## config.mk

```make
export PLATFORM = sky130hd
export DESIGN_NAME = pio_decode
export DESIGN_NICKNAME = d
export VERILOG_FILES = /design/src/tm_pkg.sv /design/src/pio_decode.sv
export VERILOG_INCLUDE_DIRS = /design/src /design/src/src
export SDC_FILE = /design/constraint.sdc
export NUM_CORES = 1
export LEC_CHECK = 0
export ABC_AREA = 1
export CAP_MARGIN = 0
export CORE_AREA = 2 2 131 133
export DETAILED_ROUTE_END_ITERATION = 16
export DIE_AREA = 0 0 133 135
export DONT_BUFFER_PORTS = 1
export GPL_TIMING_DRIVEN = 0
export PLACE_DENSITY_LB_ADDON = 0.05
export SYNTH_ARGS = -nofsm -noshare
export SYNTH_HDL_FRONTEND = slang
export SYNTH_SLANG_ARGS = --single-unit
```

## constraint.sdc

```tcl
create_clock -name clk -period 1.87 [get_ports clk]
set_input_delay 0.2805 -clock clk [delete_from_list [all_inputs] [get_ports clk]]
set_output_delay 0.2805 -clock clk [all_outputs]
set_load 0.03 [all_outputs]
```

## src/tm_defines.svh

```systemverilog
// ---------------------------------------------------------------------
// Widths, counts and PIO address map of the priority scheduler
// control bank. Values are global, so a change here resizes every
// table and the host address decode together.
// ---------------------------------------------------------------------

`ifndef TM_DEFINES_SVH
`define TM_DEFINES_SVH

// Bus and table sizing.
`define PIO_NBITS                32     // PIO address and data width.
`define FIRST_LVL_SCH_ID_NBITS   6      // 64 words per table.
`define FIRST_LVL_QUEUE_ID_NBITS 8      // Two queue ids per word.
`define NUM_PRI                  8      // One table per priority level.

// ---------------------------------------------------------------------
// PIO address map
// ---------------------------------------------------------------------
`define PRI_SCH_REGION           21'h00001
`define PIO_REGION_MSB           31
`define PIO_REGION_LSB           11
`define PIO_SEL_MSB              10     // Table select.
`define PIO_SEL_LSB              8
`define PIO_IDX_MSB              7      // Word index within a table.
`define PIO_IDX_LSB              2      // Byte lane bits 1:0 are ignored.

`endif

```

## src/tm_pkg.sv

```systemverilog
// ---------------------------------------------------------------------
// Types shared by the control bank. Widths follow tm_defines.svh.
// ---------------------------------------------------------------------

`default_nettype none

`include "tm_defines.svh"

package tm_pkg;

        // PIO address or data word.
        typedef logic [`PIO_NBITS-1:0] pio_word_t;

        // First-level scheduler id, the table index.
        typedef logic [`FIRST_LVL_SCH_ID_NBITS-1:0] sch_id_t;

        // Control word, two packed first-level queue ids.
        typedef logic [(`FIRST_LVL_QUEUE_ID_NBITS << 1)-1:0] ctrl_word_t;

        // One-hot priority table select.
        typedef logic [`NUM_PRI-1:0] pri_ms_t;

endpackage

`default_nettype wire

```

## src/pio_decode.sv

```systemverilog
// ---------------------------------------------------------------------
// Host address decode for the control bank. Assumes one PIO read
// outstanding, so at most one table ack is high in any cycle.
// Reads outside the region are acked next cycle with zero data.
// ---------------------------------------------------------------------

`timescale 1ns/1ps
`default_nettype none

`include "tm_defines.svh"

module pio_decode import tm_pkg::*; (
        input  wire                     clk,
        input  wire                     rst_n,

        input  wire pio_word_t          reg_addr,
        input  wire                     reg_rd,
        input  wire [`NUM_PRI-1:0]      mem_ack,
        input  wire pio_word_t          mem_rdata [`NUM_PRI-1:0],

        output pri_ms_t                 reg_ms,
        output logic                    reg_ack,
        output pio_word_t               reg_rdata
);

        logic region_hit;
        logic miss_ack;                 // Ack for an unmapped read.

        assign region_hit = (reg_addr[`PIO_REGION_MSB:`PIO_REGION_LSB] == `PRI_SCH_REGION);

        // One-hot table select, zero outside the region.
        assign reg_ms = region_hit ?
                        (pri_ms_t'(1) << reg_addr[`PIO_SEL_MSB:`PIO_SEL_LSB]) : '0;

        always_ff @(posedge clk) begin
                if (!rst_n) begin
                        miss_ack <= 1'b0;
                end else begin
                        miss_ack <= reg_rd & ~region_hit;
                end
        end

        assign reg_ack = (|mem_ack) | miss_ack;

        // AND-OR mux of the acked table; zero on a miss.
        always_comb begin
                reg_rdata = '0;
                for (int i = 0; i < `NUM_PRI; i++) begin
                        if (mem_ack[i]) begin
                                reg_rdata = reg_rdata | mem_rdata[i];
                        end
                end
        end

endmodule

`default_nettype wire

```

==> flow_summary.yaml, run 1 <==
pwr:
  power_frac_comb_pct: 95.8
  p_sw_w: 0.000358
  power-per-cell-area_nw_per_um2: 244
  p_int_w: 0.000199
  sequentialPowerShare_pct: 4.2
  switching_share_pct: 64.2
  power.ir.vdd_worst_mv: 0.0526
  p_leak_nw: 1.04
  p_clk_share_pct: 0
  p_total_w: 0.000557
logic_synthesis:
  synthesis.area_sq_um: 2010
  netlist.top_cell.by_area: "sky130_fd_sc_hd__nand2_1"
  largest_family_of_logic_cells_by_synthesized_area: "simple AND/OR/NAND/NOR gates"
  synth_top_cells_by_area: "sky130_fd_sc_hd__nand2_1 48%, sky130_fd_sc_hd__nand4_1 12%, sky130_fd_sc_hd__a21oi_1 9.7%, sky130_fd_sc_hd__buf_6 7.9%, sky130_fd_sc_hd__nor2_1 4.3%"
  post_synth_and_or_nand_nor_area_fraction_pct: 74.1
  number_of_synthesized_register_bits: 1
  area_fraction_in_compound_gates_after_synthesis_pct: 11.0
  synth-seq-area-share_pct: 0.997
  synth-xor-area-share_pct: 0
  mappedNetlistNets: 726
  syn-instance-count: 427
  yosys.area.top_type_share_pct: 48.0
  mux_share_of_post_synthesis_cell_area_pct: 0
  post_synth_most_frequent_cells: "257 x sky130_fd_sc_hd__nand2_1, 39 x sky130_fd_sc_hd__a21oi_1, 37 x sky130_fd_sc_hd__nand4_1, 23 x sky130_fd_sc_hd__nor2_1, 14 x sky130_fd_sc_hd__buf_6"
  dominantRegCellSynth: "sky130_fd_sc_hd__dfxtp_1"
  async_reset_ff_share_pct: 0
  synthAdderAreaFrac_pct: 0
  synth_cell_types: 19
  syn_avg_cell_area_sq_um: 4.70
  yosys_warnings: 0
  synth_edf_count: 0
  yosys.cell_count.top_type: "sky130_fd_sc_hd__nand2_1"
global_route:
  global_route_wire_length_before_repair_um: 19100
  grt_pass1_vias: 2949
  grt_start_max_net_pins: 11
  grt_antenna_before_repair: 0
  grt_usage_pct: 14.3
  global_route.overflow_total: 0
place:
  place.gp.congestion: 0.836
  post-dp-hpwl_um: 11900
  placedCellCount: 647
  portBuffers: 0
critical_path:
  worst-path-buf-inv: 2
  worstSetupEndpointType: "output pin"
  critical_path.top_delay_family: "simple AND/OR/NAND/NOR gates"
  path_common_cell: "sky130_fd_sc_hd__nand2_1"
  worst_ep_arrival_time_ns: 1.28
  startpoint_type: "input pin"
  worstPathMaxFanout: 10
  critical_path_class: "in2out"
  critPathSlowestCell: "sky130_fd_sc_hd__nand3b_1"
  crit_required_ns: 1.59
  cp_slowest_stage_delay_ns: 0.35
  cp_cell_sequence: "buf_6, buf_4, nand2_1, nand2_1, a21oi_1, nand3b_1"
route:
  drt_pass1_iterations: 4
  detail-route-antenna-nets: 0
  viasPerCell: 4.55
  drcViolationCount: 0
  postRouteWirelength_um: 14400
  drt-initial-drc-count: 133
  avgRoutedWirePerCell_um: 22.3
  vias_post_dr: 2944
cts:
  cts.repair.resized: 0
  worst_setup_hold_path_clk_slew_ns: 0
  cts_post_setup_buffers_inserted: 0
  cts_hold_buf: 0
die:
  placementRows: 47
  ioPinCount: 340
  fp.dieW_um: 133
  floorplan.initialDensity_pct: 12.2
  floorplan.die_area_sq_um: 18000
  placeableCoreArea_sq_um: 16400
  die_height_um: 135
sta:
  setup-violations-final: 0
  min_period_ns: 1.56
  setup_repair_after_global_routing_missed_its_margin: "no"
  max_slew_margin_pct: 61.5
  fin_hold_viols: 0
  setup_tns_ns: 0
  post-route-period-util_pct: 83.5
  tightestPinTransition_ns: 0.576
  timing.fmax_mhz: 640
  slew_violations: 0
finish:
  largest_register: "miss_ack"
  layout-drive-gt1-share_pct: 8.20
  area_growth_pct: 13.7
  post-route-util_pct: 13.9
  flip_flop_count_of_the_largest_register_all_copies_and_words_added: 1
  layout.nets: 728
  largest_registers: "miss_ack x1"
  fill_cells: 1969
  antennaDiodeCount: 0
  stdcell_count: 647
outcome:
  status: "finished clean"
job:
  drv_cap: 0
min_path:
  hold_path.class: "in2reg"
[worst paths after layout]
check / start / to / slack, ns / depth (start not counted)
hold / removal: reg_rd / miss_ack / 0.49 / 4
setup / recovery: mem_ack[1] / reg_rdata[2] / 0.31 / 6
[routing by layer]
metal | wire length [um] | vias up | global-route usage [%]
met2 | 7630 | 206 | 28.4
li1 | - | 1393 | -
met4 | 143 | 0 | 1.43
met5 | 0 | - | 0
met3 | 1300 | 8 | 3.08
met1 | 5380 | 1337 | 15.9
[stage by stage]
step	hold slack, ns	area, sq um	setup WS, ns
after floorplan	0.453	2010	0.475
after global placement	0.495	2280	0.258
after detailed placement	0.500	2280	0.251
after CTS	0.500	2280	0.249
after global routing	0.520	2280	0.216
final	0.488	2280	0.308
[cell type report]
cell class	count	area, sq um	share of cell area (%)
buffer	28	253	11.1
multi-input combinational	391	1710	74.8
tap	220	275	12.1
inverter	7	26.3	1.15
sequential	1	20.0	0.877
[logic make-up after synthesis]
| group | after synthesis |
|---|---|
| buffers and inverters | 35 |
| AND/OR/NAND/NOR | 349 |
| AO/OA/AOI/OAI | 42 |
| flip-flops | 1 |
[layout by cell type (no fill, tap or decap)]
master                       n
sky130_fd_sc_hd__a21oi_1    39
sky130_fd_sc_hd__a22o_1      3
sky130_fd_sc_hd__buf_2       7
sky130_fd_sc_hd__buf_4       6
sky130_fd_sc_hd__buf_6      14
sky130_fd_sc_hd__buf_8       1
sky130_fd_sc_hd__dfxtp_1     1
sky130_fd_sc_hd__inv_1       7
sky130_fd_sc_hd__nand2_1   257
sky130_fd_sc_hd__nand2_2     3
sky130_fd_sc_hd__nand3_1     9
sky130_fd_sc_hd__nand3_2     1
sky130_fd_sc_hd__nand3b_1   11
sky130_fd_sc_hd__nand4_1    37
sky130_fd_sc_hd__nor2_1     23
sky130_fd_sc_hd__nor3_1      1
sky130_fd_sc_hd__nor4_1      1
sky130_fd_sc_hd__or2_1       3
sky130_fd_sc_hd__or2_2       3
[power groups by stage]
stage / clock, W / sequential (W) / combinational, W
finish: 0 / 0.0000234 / 0.000534
global route: 0 / 0.0000237 / 0.000596
CTS: 0 / 0.0000236 / 0.000549
detailed placement: 0 / 0.0000236 / 0.000548
global placement: 0 / 0.0000236 / 0.000546
floorplan: 0 / 0.0000231 / 0.000408
[tightest hold or removal path: cells and delay by family]
family | cells | cell delay, ns
simple gates | 2 | 0.08
buf+inv | 2 | 0.09
Note: power is estimated with default switching activity, not from simulation.
==> run 2: changes to the inputs <==
Clock period 1.87 ns to 1.3 ns, I/O delays scaled along.
==> run 2 against run 1 <==
The flow now finishes with violations (negative setup slack). First-iteration DRC count increased by 33%. Critical endpoint is now reg_rdata[31]. Critical path type unchanged. Global-route usage increased by 0.14 points. Die area unchanged. Hold slack got worse by 0.086 ns. Highest routed layer unchanged. Flip-flop and latch count unchanged. Worst setup slack got worse by 0.31 ns. Cell count increased by 1.5%. Design area increased by 23%. Sequential power increased by 44%.
==> flow_summary.yaml, run 2 (same netlist as run 1, synthesis figures left out) <==
die:
  ioPinCount: 340
  fp.dieW_um: 133
  floorplan.die_area_sq_um: 18000
  die_height_um: 135
  floorplan.initialDensity_pct: 12.2
  placementRows: 47
  placeableCoreArea_sq_um: 16400
pwr:
  p_leak_nw: 1.21
  sequentialPowerShare_pct: 3.5
  switching_share_pct: 59.0
  power-per-cell-area_nw_per_um2: 345
  power.ir.vdd_worst_mv: 0.0843
  p_int_w: 0.000396
  p_sw_w: 0.000569
  p_clk_share_pct: 0
  power_frac_comb_pct: 96.5
critical_path:
  startpoint_type: "input pin"
  path_common_cell: "sky130_fd_sc_hd__nand2_2"
  worst_ep_arrival_time_ns: 1.11
  critPathSlowestCell: "sky130_fd_sc_hd__nand4_1"
  worstSetupEndpointType: "output pin"
  cp_cell_sequence: "buf_16, buf_8, nand2_2, nand2_2, a21oi_2, nand4_1"
  cp_slowest_stage_delay_ns: 0.41
  worstPathMaxFanout: 8
  crit_required_ns: 1.11
  critical_path_class: "in2out"
place:
  post-dp-hpwl_um: 11900
  place.gp.congestion: 0.836
  placement.cell_area_sq_um: 2280
  portBuffers: 0
  pre_cts_slack_ns: -0.148
finish:
  post-route-util_pct: 17.1
  layout-drive-gt1-share_pct: 20.1
  final_cell_area_sq_um: 2800
  antennaDiodeCount: 0
  fill_cells: 1941
  flip_flop_count_of_the_largest_register_all_copies_and_words_added: 1
  layout.nets: 738
  multi_input_comb_area_sq_um: 1920
  area_growth_pct: 39.4
  layout_commonest_cell: "sky130_fd_sc_hd__nand2_1"
  largest_register: "miss_ack"
  largest_registers: "miss_ack x1"
  most-common-layout-cells: "242 x sky130_fd_sc_hd__nand2_1, 37 x sky130_fd_sc_hd__nand4_1, 19 x sky130_fd_sc_hd__a21oi_1, 19 x sky130_fd_sc_hd__a21oi_2, 15 x sky130_fd_sc_hd__nor2_1"
  register_area_sq_um: 20.0
route:
  viasPerCell: 4.61
  drt-initial-drc-count: 177
  postRouteWirelength_um: 15100
  drt_pass1_iterations: 5
  drcViolationCount: 0
  vias_post_dr: 3032
  detail-route-antenna-nets: 0
  avgRoutedWirePerCell_um: 23.0
sta:
  tightestPinTransition_ns: 0.482
  post-route-period-util_pct: 100
  setup-violations-final: 1
  slew_violations: 0
  min_period_ns: 1.30
  setup_repair_after_global_routing_missed_its_margin: "yes"
  timing.fmax_mhz: 768
  setup_tns_ns: -0.00174
  fin_hold_viols: 0
  timing.final.ws_setup_ns: -0.00174
  max_slew_margin_pct: 67.8
job:
  drv_cap: 0
global_route:
  grt_start_max_net_pins: 11
  grt_pass1_vias: 2980
  grt_antenna_before_repair: 0
  grt_usage_pct: 14.4
  global_route.overflow_total: 0
  global_route_wire_length_before_repair_um: 19300
outcome:
  failed_checks: "negative setup slack"
  status: "finished, violations left"
cts:
  cts_hold_buf: 0
  worst_setup_hold_path_clk_slew_ns: 0
min_path:
  hold_path.class: "in2reg"
run 2: changes by cell type in the layout (fill, tap and decap cells not counted), sizes merged:
cell,change
clkbuf,+4
buf,+6
run 2: through the flow:
step	power, W	hold WS (ns)	cells
after floorplan	0.000620	0.367	427
after detailed placement	0.000822	0.414	647
after global placement	0.000819	0.409	647
after global routing	0.00106	0.435	657
after CTS	0.000883	0.414	649
final	0.000965	0.402	657
run 2: timing repair:
action | in CTS | in global routing
setup endpoints to repair | 30 | 26
endpoints found under the hold margin | 0 | 0
gates resized for setup | 29 | 59
gates cloned | 2 | 4
setup buffers | 0 | 5
pin swaps | 8 | 21
run 2: path summary, 6_finish.rpt:
| kind | startpoint | end | cells past startpoint | slack (ns) |
|---|---|---|---|---|
| worst max-delay path | mem_ack[5] | reg_rdata[31] | 6 | -0.002 |
| worst min-delay path | reg_rd | miss_ack | 4 | 0.40 |
run 2: worst max-delay path, delay by kind of cell:
kind | cells | cell delay [ns]
buffers and inverters | 2 | 0.27
AOI/OAI and AO/OA | 1 | 0.12
and+or+nand+nor | 3 | 0.52
run 2: routing by layer:
metal / global-route usage, % / wire [um]
met5: 0 / 0
met3: 3.27 / 1330
met2: 28.6 / 7990
met4: 1.49 / 145
met1: 16.1 / 5630
run 2: power groups by stage:
stage	Sequential, W	Combinational [W]	Clock (W)
2_1_floorplan	0.0000333	0.000587	0
3_3_place_gp	0.0000340	0.000785	0
3_5_place_dp	0.0000339	0.000788	0
4_1_cts	0.0000339	0.000849	0
5_1_grt	0.0000341	0.00102	0
6_report	0.0000337	0.000932	0
run 2: final cells by class:
type                    count  share of cell area, %
inverters                   7                  0.939
repair buffers             10                   6.79
well taps                 220                   9.83
multi-input cells         391                   68.5
flip-flops and latches      1                  0.715
plain buffers              28                   13.2
